**config.mk**
```make
export PLATFORM = sky130hd
export DESIGN_NAME = pipelineCpu
export DESIGN_NICKNAME = d
export VERILOG_FILES = /design/src/cpuPkg.sv /design/src/pipelineCpu.sv /design/src/memoryStage.sv /design/src/executeStage.sv /design/src/hazardUnit.sv /design/src/registerFile.sv /design/src/decodeStage.sv /design/src/fetchStage.sv
export SDC_FILE = /design/constraint.sdc
export NUM_CORES = 2
export LEC_CHECK = 0
export BUFFER_PORTS_ARGS = -buffer_cell sky130_fd_sc_hd__buf_2
export CAP_MARGIN = 20
export CORE_MARGIN = 2
export CORE_UTILIZATION = 45
export DETAILED_ROUTE_END_ITERATION = 8
export PLACE_DENSITY = 0.62
export RECOVER_POWER = 25
export SLEW_MARGIN = 10
export SYNTH_ARGS = -nofsm -noshare
export SYNTH_HDL_FRONTEND = slang
export SYNTH_SLANG_ARGS = --single-unit
```
**constraint.sdc**
```tcl
create_clock -name clk -period 26.4 [get_ports clk]
set_input_delay 0 -clock clk [delete_from_list [all_inputs] [get_ports clk]]
set_output_delay 0 -clock clk [all_outputs]
set_load 0.05 [all_outputs]
```
**src/cpuPkg.sv**
```systemverilog
package cpuPkg;

	typedef logic [31:0] wordT;    // data word, register value or byte address
	typedef logic [31:0] instrT;   // raw instruction word
	typedef logic [4:0]  regAddrT; // register number

	localparam int regCount = 32;

	// primary opcodes, anything else decodes as a bubble
	typedef enum logic [5:0] {
		opRType = 6'h00,
		opBeq   = 6'h04,
		opAddi  = 6'h08,
		opLw    = 6'h23,
		opSw    = 6'h2b
	} opcodeT;

	// funct field of R-type
	typedef enum logic [5:0] {
		fnSll = 6'h00,
		fnAdd = 6'h20,
		fnSub = 6'h22,
		fnAnd = 6'h24,
		fnOr  = 6'h25,
		fnSlt = 6'h2a
	} functT;

	typedef enum logic [3:0] {
		aluAnd = 4'h0,
		aluOr  = 4'h1,
		aluAdd = 4'h2,
		aluSub = 4'h6,
		aluSlt = 4'h7,
		aluSll = 4'h8
	} aluOpT;

	// operand source in execute
	typedef enum logic [1:0] {
		fwdNone = 2'd0, // decode/execute register
		fwdMem  = 2'd1, // execute/memory alu result
		fwdWb   = 2'd2  // writeback value
	} fwdSelT;

	// instruction field positions
	localparam int opHi    = 31;
	localparam int opLo    = 26;
	localparam int rsHi    = 25;
	localparam int rsLo    = 21;
	localparam int rtHi    = 20;
	localparam int rtLo    = 16;
	localparam int rdHi    = 15;
	localparam int rdLo    = 11;
	localparam int shamtHi = 10;
	localparam int shamtLo = 6;
	localparam int functHi = 5;
	localparam int functLo = 0;
	localparam int immHi   = 15;
	localparam int immLo   = 0;

endpackage
```
**src/pipelineCpu.sv**
```systemverilog
`timescale 1ns/1ps

module pipelineCpu #(
	parameter cpuPkg::wordT resetPc = '0
) (
	input  logic          clk,
	input  logic          reset,
	input  cpuPkg::instrT instr,
	input  cpuPkg::wordT  wbDatI,
	input  logic          wbAck,
	output cpuPkg::wordT  instrAddr,
	output logic          wbCyc,
	output logic          wbStb,
	output logic          wbWe,
	output cpuPkg::wordT  wbAdr,
	output cpuPkg::wordT  wbDatO
);

	cpuPkg::instrT   ifInstr;
	cpuPkg::wordT    ifPcPlus4;
	cpuPkg::regAddrT rsAddr, rtAddr, idRs, idRt, idDest, exDest, wbDest;
	cpuPkg::wordT    rsData, rtData, idA, idB, idImm, idPcPlus4;
	cpuPkg::aluOpT   idAluOp;
	logic [4:0]      idShamt;
	logic            idAluSrc, idRegWrite, idMemRead, idMemWrite, idBranch;
	cpuPkg::fwdSelT  fwdA, fwdB;
	logic            stall, freeze, branchTaken;
	cpuPkg::wordT    branchTarget, exAluOut, exStoreData, wbData;
	logic            exRegWrite, exMemRead, exMemWrite, wbRegWrite;

	fetchStage #(.resetPc(resetPc)) fetch (.*);

	decodeStage decode (.*);

	registerFile regFile (.*);

	hazardUnit hazard (.*);

	executeStage execute (.*);

	memoryStage memory (.*);

endmodule

```
**src/memoryStage.sv**
```systemverilog
`timescale 1ns/1ps

module memoryStage (
	input  logic            clk,
	input  logic            reset,
	input  cpuPkg::wordT    exAluOut,
	input  cpuPkg::wordT    exStoreData,
	input  cpuPkg::regAddrT exDest,
	input  logic            exRegWrite,
	input  logic            exMemRead,
	input  logic            exMemWrite,
	input  cpuPkg::wordT    wbDatI,
	input  logic            wbAck,
	output logic            wbCyc,
	output logic            wbStb,
	output logic            wbWe,
	output cpuPkg::wordT    wbAdr,
	output cpuPkg::wordT    wbDatO,
	output logic            freeze,
	output logic            wbRegWrite,
	output cpuPkg::regAddrT wbDest,
	output cpuPkg::wordT    wbData
);

	logic         memAccess;
	logic         acked;     // transfer finished on the last edge
	logic         wbIsLoad;
	cpuPkg::wordT wbAluOut;
	cpuPkg::wordT wbLoadData;

	assign memAccess = exMemRead || exMemWrite;
	assign wbStb     = memAccess && !acked; // drops for one cycle after each ack
	assign wbCyc     = wbStb;
	assign wbWe      = exMemWrite;
	assign wbAdr     = {exAluOut[31:2], 2'b00}; // word aligned
	assign wbDatO    = exStoreData;

	// hold everything until the access in memory completes
	assign freeze = memAccess && !(wbStb && wbAck);

	always_ff @(posedge clk)
	begin
		if (reset)
			acked <= 1'b0;
		else
			acked <= wbStb && wbAck;
	end

	// memory/writeback
	always_ff @(posedge clk)
	begin
		if (reset)
			wbRegWrite <= 1'b0;
		else if (!freeze)
			wbRegWrite <= exRegWrite;
	end

	always_ff @(posedge clk)
	begin
		if (!freeze)
		begin
			wbDest     <= exDest;
			wbIsLoad   <= exMemRead;
			wbAluOut   <= exAluOut;
			wbLoadData <= wbDatI; // only meaningful for lw
		end
	end

	assign wbData = wbIsLoad ? wbLoadData : wbAluOut;

endmodule

```
**src/executeStage.sv**
```systemverilog
`timescale 1ns/1ps

module executeStage (
	input  logic            clk,
	input  logic            reset,
	input  cpuPkg::wordT    idA,
	input  cpuPkg::wordT    idB,
	input  cpuPkg::wordT    idImm,
	input  cpuPkg::wordT    idPcPlus4,
	input  cpuPkg::regAddrT idDest,
	input  cpuPkg::aluOpT   idAluOp,
	input  logic [4:0]      idShamt,
	input  logic            idAluSrc,
	input  logic            idRegWrite,
	input  logic            idMemRead,
	input  logic            idMemWrite,
	input  logic            idBranch,
	input  cpuPkg::fwdSelT  fwdA,
	input  cpuPkg::fwdSelT  fwdB,
	input  cpuPkg::wordT    wbData,
	input  logic            freeze,
	output cpuPkg::wordT    exAluOut,
	output cpuPkg::wordT    exStoreData,
	output cpuPkg::regAddrT exDest,
	output logic            exRegWrite,
	output logic            exMemRead,
	output logic            exMemWrite,
	output logic            branchTaken,
	output cpuPkg::wordT    branchTarget
);

	cpuPkg::wordT opA;
	cpuPkg::wordT rtVal;
	cpuPkg::wordT opB;
	cpuPkg::wordT aluResult;

	function automatic cpuPkg::wordT fwdMux(cpuPkg::fwdSelT sel, cpuPkg::wordT regVal);
		case (sel)
			cpuPkg::fwdMem: return exAluOut; // previous alu result
			cpuPkg::fwdWb:  return wbData;
			default:        return regVal;
		endcase
	endfunction

	assign opA   = fwdMux(fwdA, idA);
	assign rtVal = fwdMux(fwdB, idB); // also the store data
	assign opB   = idAluSrc ? idImm : rtVal;

	always_comb
	begin
		case (idAluOp)
			cpuPkg::aluAdd: aluResult = opA + opB;
			cpuPkg::aluSub: aluResult = opA - opB;
			cpuPkg::aluAnd: aluResult = opA & opB;
			cpuPkg::aluOr:  aluResult = opA | opB;
			cpuPkg::aluSlt: aluResult = ($signed(opA) < $signed(opB)) ? 32'd1 : 32'd0;
			cpuPkg::aluSll: aluResult = opB << idShamt; // rt shifted, rs unused
			default:        aluResult = opA + opB;
		endcase
	end

	// beq decided here on forwarded values
	assign branchTaken  = idBranch && (opA == rtVal);
	assign branchTarget = idPcPlus4 + {idImm[29:0], 2'b00};

	always_ff @(posedge clk)
	begin
		if (reset)
		begin
			exRegWrite <= 1'b0;
			exMemRead  <= 1'b0;
			exMemWrite <= 1'b0;
		end
		else if (!freeze)
		begin
			exRegWrite <= idRegWrite;
			exMemRead  <= idMemRead;
			exMemWrite <= idMemWrite;
		end
	end

	always_ff @(posedge clk)
	begin
		if (!freeze)
		begin
			exAluOut    <= aluResult;
			exStoreData <= rtVal;
			exDest      <= idDest;
		end
	end

endmodule

```
**src/hazardUnit.sv**
```systemverilog
`timescale 1ns/1ps

module hazardUnit (
	input  cpuPkg::regAddrT rsAddr,     // sources in decode
	input  cpuPkg::regAddrT rtAddr,
	input  cpuPkg::regAddrT idRs,       // sources in execute
	input  cpuPkg::regAddrT idRt,
	input  logic            idMemRead,
	input  cpuPkg::regAddrT idDest,
	input  logic            exRegWrite,
	input  cpuPkg::regAddrT exDest,
	input  logic            wbRegWrite,
	input  cpuPkg::regAddrT wbDest,
	output cpuPkg::fwdSelT  fwdA,
	output cpuPkg::fwdSelT  fwdB,
	output logic            stall
);

	// younger producer in memory wins over writeback
	function automatic cpuPkg::fwdSelT pickFwd(cpuPkg::regAddrT src);
		if (src == '0)
			return cpuPkg::fwdNone; // r0 never forwards
		if (exRegWrite && (exDest == src))
			return cpuPkg::fwdMem;
		if (wbRegWrite && (wbDest == src))
			return cpuPkg::fwdWb;
		return cpuPkg::fwdNone;
	endfunction

	assign fwdA = pickFwd(idRs);
	assign fwdB = pickFwd(idRt);

	// load in execute feeding decode, one bubble
	assign stall = idMemRead && (idDest != '0) &&
		((idDest == rsAddr) || (idDest == rtAddr));

endmodule

```
**src/registerFile.sv**
```systemverilog
`timescale 1ns/1ps

module registerFile (
	input  logic            clk,
	input  cpuPkg::regAddrT rsAddr,
	input  cpuPkg::regAddrT rtAddr,
	input  logic            wbRegWrite,
	input  cpuPkg::regAddrT wbDest,
	input  cpuPkg::wordT    wbData,
	output cpuPkg::wordT    rsData,
	output cpuPkg::wordT    rtData
);

	cpuPkg::wordT regs [cpuPkg::regCount];

	// r0 reads zero, same-cycle write bypassed
	assign rsData = (rsAddr == '0) ? '0 :
		(wbRegWrite && (wbDest == rsAddr)) ? wbData : regs[rsAddr];
	assign rtData = (rtAddr == '0) ? '0 :
		(wbRegWrite && (wbDest == rtAddr)) ? wbData : regs[rtAddr];

	always_ff @(posedge clk)
	begin
		if (wbRegWrite && (wbDest != '0))
			regs[wbDest] <= wbData; // r0 never written
	end

endmodule

```
**src/decodeStage.sv**
```systemverilog
`timescale 1ns/1ps

module decodeStage (
	input  logic            clk,
	input  logic            reset,
	input  cpuPkg::instrT   ifInstr,
	input  cpuPkg::wordT    ifPcPlus4,
	input  logic            stall,
	input  logic            freeze,
	input  logic            branchTaken,
	input  cpuPkg::wordT    rsData,
	input  cpuPkg::wordT    rtData,
	output cpuPkg::regAddrT rsAddr,
	output cpuPkg::regAddrT rtAddr,
	output cpuPkg::regAddrT idRs,
	output cpuPkg::regAddrT idRt,
	output cpuPkg::regAddrT idDest,
	output cpuPkg::wordT    idA,
	output cpuPkg::wordT    idB,
	output cpuPkg::wordT    idImm,
	output cpuPkg::wordT    idPcPlus4,
	output cpuPkg::aluOpT   idAluOp,
	output logic [4:0]      idShamt,
	output logic            idAluSrc,
	output logic            idRegWrite,
	output logic            idMemRead,
	output logic            idMemWrite,
	output logic            idBranch
);

	cpuPkg::opcodeT  opcode;
	cpuPkg::functT   funct;
	cpuPkg::regAddrT rdAddr;
	cpuPkg::regAddrT dest;
	cpuPkg::wordT    imm;
	cpuPkg::aluOpT   aluOp;
	logic            aluSrc;
	logic            regWrite;
	logic            memRead;
	logic            memWrite;
	logic            branch;

	assign opcode = cpuPkg::opcodeT'(ifInstr[cpuPkg::opHi:cpuPkg::opLo]);
	assign funct  = cpuPkg::functT'(ifInstr[cpuPkg::functHi:cpuPkg::functLo]);
	assign rsAddr = ifInstr[cpuPkg::rsHi:cpuPkg::rsLo]; // straight to regfile
	assign rtAddr = ifInstr[cpuPkg::rtHi:cpuPkg::rtLo];
	assign rdAddr = ifInstr[cpuPkg::rdHi:cpuPkg::rdLo];
	assign imm    = {{16{ifInstr[cpuPkg::immHi]}}, ifInstr[cpuPkg::immHi:cpuPkg::immLo]};
	assign dest   = (opcode == cpuPkg::opRType) ? rdAddr : rtAddr;

	// main control
	always_comb
	begin
		aluOp    = cpuPkg::aluAdd;
		aluSrc   = 1'b0;
		regWrite = 1'b0;
		memRead  = 1'b0;
		memWrite = 1'b0;
		branch   = 1'b0;
		case (opcode)
			cpuPkg::opRType:
			begin
				regWrite = 1'b1;
				case (funct)
					cpuPkg::fnAdd: aluOp = cpuPkg::aluAdd;
					cpuPkg::fnSub: aluOp = cpuPkg::aluSub;
					cpuPkg::fnAnd: aluOp = cpuPkg::aluAnd;
					cpuPkg::fnOr:  aluOp = cpuPkg::aluOr;
					cpuPkg::fnSlt: aluOp = cpuPkg::aluSlt;
					cpuPkg::fnSll: aluOp = cpuPkg::aluSll;
					default:       regWrite = 1'b0; // unknown funct, bubble
				endcase
			end
			cpuPkg::opAddi:
			begin
				regWrite = 1'b1;
				aluSrc   = 1'b1;
			end
			cpuPkg::opLw:
			begin
				regWrite = 1'b1;
				memRead  = 1'b1;
				aluSrc   = 1'b1; // base plus offset
			end
			cpuPkg::opSw:
			begin
				memWrite = 1'b1;
				aluSrc   = 1'b1;
			end
			cpuPkg::opBeq: branch = 1'b1; // compared in execute
			default: ;                    // unknown opcode stays a bubble
		endcase
	end

	// decode/execute control, bubble on stall or flush
	always_ff @(posedge clk)
	begin
		if (reset)
		begin
			idRegWrite <= 1'b0;
			idMemRead  <= 1'b0;
			idMemWrite <= 1'b0;
			idBranch   <= 1'b0;
		end
		else if (!freeze)
		begin
			if (stall || branchTaken)
			begin
				idRegWrite <= 1'b0;
				idMemRead  <= 1'b0;
				idMemWrite <= 1'b0;
				idBranch   <= 1'b0;
			end
			else
			begin
				idRegWrite <= regWrite && (dest != '0); // r0 writes dropped here
				idMemRead  <= memRead;
				idMemWrite <= memWrite;
				idBranch   <= branch;
			end
		end
	end

	// payload, harmless under a bubble
	always_ff @(posedge clk)
	begin
		if (!freeze)
		begin
			idRs      <= rsAddr;
			idRt      <= rtAddr;
			idDest    <= dest;
			idA       <= rsData;
			idB       <= rtData;
			idImm     <= imm;
			idPcPlus4 <= ifPcPlus4;
			idAluOp   <= aluOp;
			idShamt   <= ifInstr[cpuPkg::shamtHi:cpuPkg::shamtLo];
			idAluSrc  <= aluSrc;
		end
	end

endmodule

```
**src/fetchStage.sv**
```systemverilog
`timescale 1ns/1ps

module fetchStage #(
	parameter cpuPkg::wordT resetPc = '0
) (
	input  logic          clk,
	input  logic          reset,
	input  cpuPkg::instrT instr,        // from rom, same cycle
	input  logic          stall,
	input  logic          freeze,
	input  logic          branchTaken,
	input  cpuPkg::wordT  branchTarget,
	output cpuPkg::wordT  instrAddr,
	output cpuPkg::instrT ifInstr,
	output cpuPkg::wordT  ifPcPlus4
);

	cpuPkg::wordT pc;
	cpuPkg::wordT pcPlus4;

	assign instrAddr = pc;
	assign pcPlus4   = pc + 32'd4; // sequential next pc

	// pc and fetch/decode instruction
	always_ff @(posedge clk)
	begin
		if (reset)
		begin
			pc      <= resetPc;
			ifInstr <= '0; // all zero word is a nop
		end
		else if (!freeze)
		begin
			if (branchTaken)
			begin
				pc      <= branchTarget;
				ifInstr <= '0; // squash the fetched one
			end
			else if (!stall)
			begin
				pc      <= pcPlus4;
				ifInstr <= instr;
			end
		end
	end

	// pc plus four of the fetched word, base of the branch target
	always_ff @(posedge clk)
	begin
		if (!freeze && !stall)
			ifPcPlus4 <= pcPlus4;
	end

endmodule

```
==> results list <==
* Proportion of layout cells with a drive suffix above 1: 19.7%
- Unrepaired setup endpoints after global routing: false
* Final Hold Viols: 0
* Dpl hpwl: 148 mm
* Slew @ Worst Pin: about 4.0 ns
- Counting flops and latches in the post-synthesis netlist gives 1400.
- For the worst setup path, the data required time is 27.13 ns.
- Max stage delay on crit path: 3.21 ns
* Clock tree from TritonCTS: done
- Post-route clock skew: 0.0518 ns
* Proportion of synthesized chip area in sequential cells: 56.8%
- Initial core utilization: 45.3%
* Net count reported at finish: about 5400
- Wires add up to 242 mm.
* Count of final setup violators: 0
- Clock buffers created by TritonCTS: 150
- Buffers added to address setup during post-CTS repair amount to 0.
* First-pass GRT wire length: 345 mm
- By area the synthesized netlist is led by edfxtp_1 55%, mux4_2 16%, mux2i_1 3.3%.
- Once layout is complete, the cells apart from fillers number approximately 7500.
- Counting the fill cells in the layout gives about 13000.
* Routed Antenna Nets: 0
* Family with the most delay on the worst path: buffers and inverters
* Critical path peak fanout: 83
* Maximum number of pins on one net before global-route repair: 118
* Accumulated negative setup slack: 0 ns
* Die span in x: approximately 410 um
- Critical Path Source Type: flop
- Number of antenna violations at the first check in global routing: 8
* Fraction of the cycle the final worst path needs: 33.4%
* Worst-case headroom to the max-slew limit: -168%
- The die is around 400 um tall.
- The tightest min-delay check is of the in2reg type.
* Pwr dens: ~78 nW/um^2
* Placed cell count: 7050
- The final reports fail on max-capacitance violations, max-slew violations.
* Clock Path Buffers: 3
- Register-to-register setup slack: 17.58 ns
* Number of placement rows: 147
- Top_reg_cell synth: edfxtp_1
- The share of synthesized area in the top cell type comes to 54.8%.
* Total iterations of the first detailed-routing run: 6
- Total power: 6.45 mW
* Clock-pin transition on the worst setup and hold timing paths: 0.06 ns
* Last weighted congestion value of the routability-driven placer: 0.982
* Total Routing Usage GR: between 20% and 30%
- The H-tree generated during clock tree synthesis spans 4 levels.
* Multi-input gate area in the final layout: 29700 sq um
* Warnings, synthesis: 0
* CP Class: reg2reg
- The routed layout has 49500 vias.
- Share of synthesized flip-flops with an asynchronous set or reset: 0%
- Sink Count: between 1000 and 1500
- STA classifies the critical path endpoint as a flop.
- Via/cell ratio: 6.62
- After detailed routing, the number of remaining DRC violations is 0.
- On the final layout, the worst hold slack is 0.165 ns.
- The number of global-route vias before repair is approximately 48000.
- Counting distinct cell types in the post-synthesis netlist gives 92.
* Synthesized netlist cell count: 4957
- Yosys top cell by area: edfxtp_1
* Final Slew Violations: 702
- After synthesis the cells add up to 72800 sq um.
- After the first detailed-routing iteration, the DRC count stood at 7050.
* # port buffers: 163
- Leakage: 27.5 nW
- For the worst setup path, the data arrival time is 9.55 ns.
- The average instance in the mapped netlist occupies 14.7 sq um.
- The clock reaches the later pin of the worst-skew pair after 0.81 ns.
- GRT Residual Overflow: 0
- The die covers 165000 sq um.
* Clock Tree Root: clkbuf_16
- Buffering stage count on the worst path with inverters included: 5
* Area growth syn-to-layout: 13.0%
- EDFF count, synth: roughly 1300
- Min Clock Period, post-route: 8.82 ns
* Cell-by-cell listing of the critical path: nand2b_1 > nor2b_1 > clkbuf_1 > clkinvlp_2 > o21ai_1 > inv_1 > a21oi_4 > buf_4 > a22oi_1 > nor2_1 > dlygate4sd3_1
* Max cap viols: 18
- In this run the count of I/O pins placed on the die edge is ~170.
* Storage element area: 41300 sq um
* Wirelength per Cell: between 30 and 40 um
* Maximum clock frequency: 0.113 GHz
- Across the VDD grid, the largest voltage drop is 0.0702 mV.
* Run status: finished, violations left
* Slowest CP cell: clkinvlp_2
* Standard cell core area: about 160000 sq um
==> metrics by stage <==
step	util, %	worst slack [ns]	cell area [sq um]
2_1_floorplan	-	16.80	72900
3_3_place_gp	47.4	18.92	76100
3_5_place_dp	47.4	18.90	76100
5_1_grt	51.2	16.87	82200
6_report	51.2	17.58	82200
4_1_cts	51.2	18.88	82200
==> what timing repair did <==
action | CTS | global route
hold endpoints to repair | 87 | 0
gates resized for setup | 0 | 0
hold buffers | 144 | 0
==> final cells by class <==
type                    count  area share [%]
clock inverters            78           0.874
diodes                      2         0.00609
inverters                 145           0.664
multi-input cells        3059            36.1
flip-flops and latches   1400            50.3
clock buffers             190            4.88
repair buffers            439            3.97
well taps                2160            3.29
==> cell families after synthesis <==
logic type / after synthesis / synth area share (%)
flops: 1400 / 56.8
compound gates: 1048 / 10.2
simple gates: 896 / 5.89
mux: 840 / 20.5
buf+inv: 531 / 3.08
fa+ha+maj: 134 / 2.33
xor+xnor: 107 / 1.29
other cells: 1 / 0.00515
==> state kept, by name (all words and copies together), names as in the netlist, 12 cells and up <==
register             count
decode.idB              32
memory.wbAluOut         32
fetch.ifInstr           32
decode.idA              32
decode.idImm            12
memory.wbLoadData       32
fetch.instrAddr         32
execute.exAluOut        32
decode.idPcPlus4        32
fetch.ifPcPlus4         32
regFile.regs          1024
execute.exStoreData     32
==> final timing paths <==
check | start | endpoint | cells after the start
worst max-delay path | memory.acked$_SDFF_PP0_ | fetch.ifInstr[29]$_SDFFE_PP0P_ | 11
worst min-delay path | wbAck | execute.exMemWrite$_SDFFE_PP0N_ | 5
worst max register to register | memory.acked$_SDFF_PP0_ | fetch.ifInstr[29]$_SDFFE_PP0P_ | 11
worst min register to register | fetch.ifPcPlus4[14]$_DFFE_PP_ | decode.idPcPlus4[14]$_DFFE_PN_ | 0
==> worst register-to-register path: stages (launching register included) <==
cell and delay (ns):
dfxtp_1 0.33, nand2b_1 0.17, nor2b_1 0.18, clkbuf_1 0.56
clkinvlp_2 3.21, o21ai_1 2.27, inv_1 0.22, a21oi_4 0.16
buf_4 0.63, a22oi_1 0.29, nor2_1 0.13, dlygate4sd3_1 0.59
==> cells in the mapped netlist, types with 73 or more instances <==
cell / count
edfxtp_1: 1327
mux4_2: 508
nor2_1: 314
mux2i_1: 240
clkbuf_1: 239
nand2_1: 223
a21oi_1: 207
inv_1: 144
ha_1: 131
o21ai_0: 126
a211oi_1: 108
mux2_2: 82
dfxtp_1: 73
==> routing by layer <==
layer	part of all wire [%]	track usage [%]	vias to the layer above
met5	0.018	0	-
met4	4.5	12.3	6
met3	11	5.86	523
met2	45	44.3	2981
met1	40	40.8	25500
li1	-	-	20500
==> report_power, final <==
group	leakage [nW]	internal, mW	switching (mW)
Sequential	13.2	2.81	0.161
Combinational	11.9	0.416	0.999
Clock	2.29	1.16	0.898
Total	27.5	4.39	2.06
==> placed cells by master, fill, tap and decap left out, types with 108 or more instances in the layout <==
master         count
inv_1            143
mux4_2           508
a21oi_1          206
a211oi_1         108
edfxtp_1        1327
o21ai_0          126
clkbuf_16        154
dlygate4sd3_1    144
nor2_1           283
nand2_1          220
ha_1             128
clkbuf_1         148
mux2i_1          240
No activity file was read; power rests on OpenSTA's default activity.
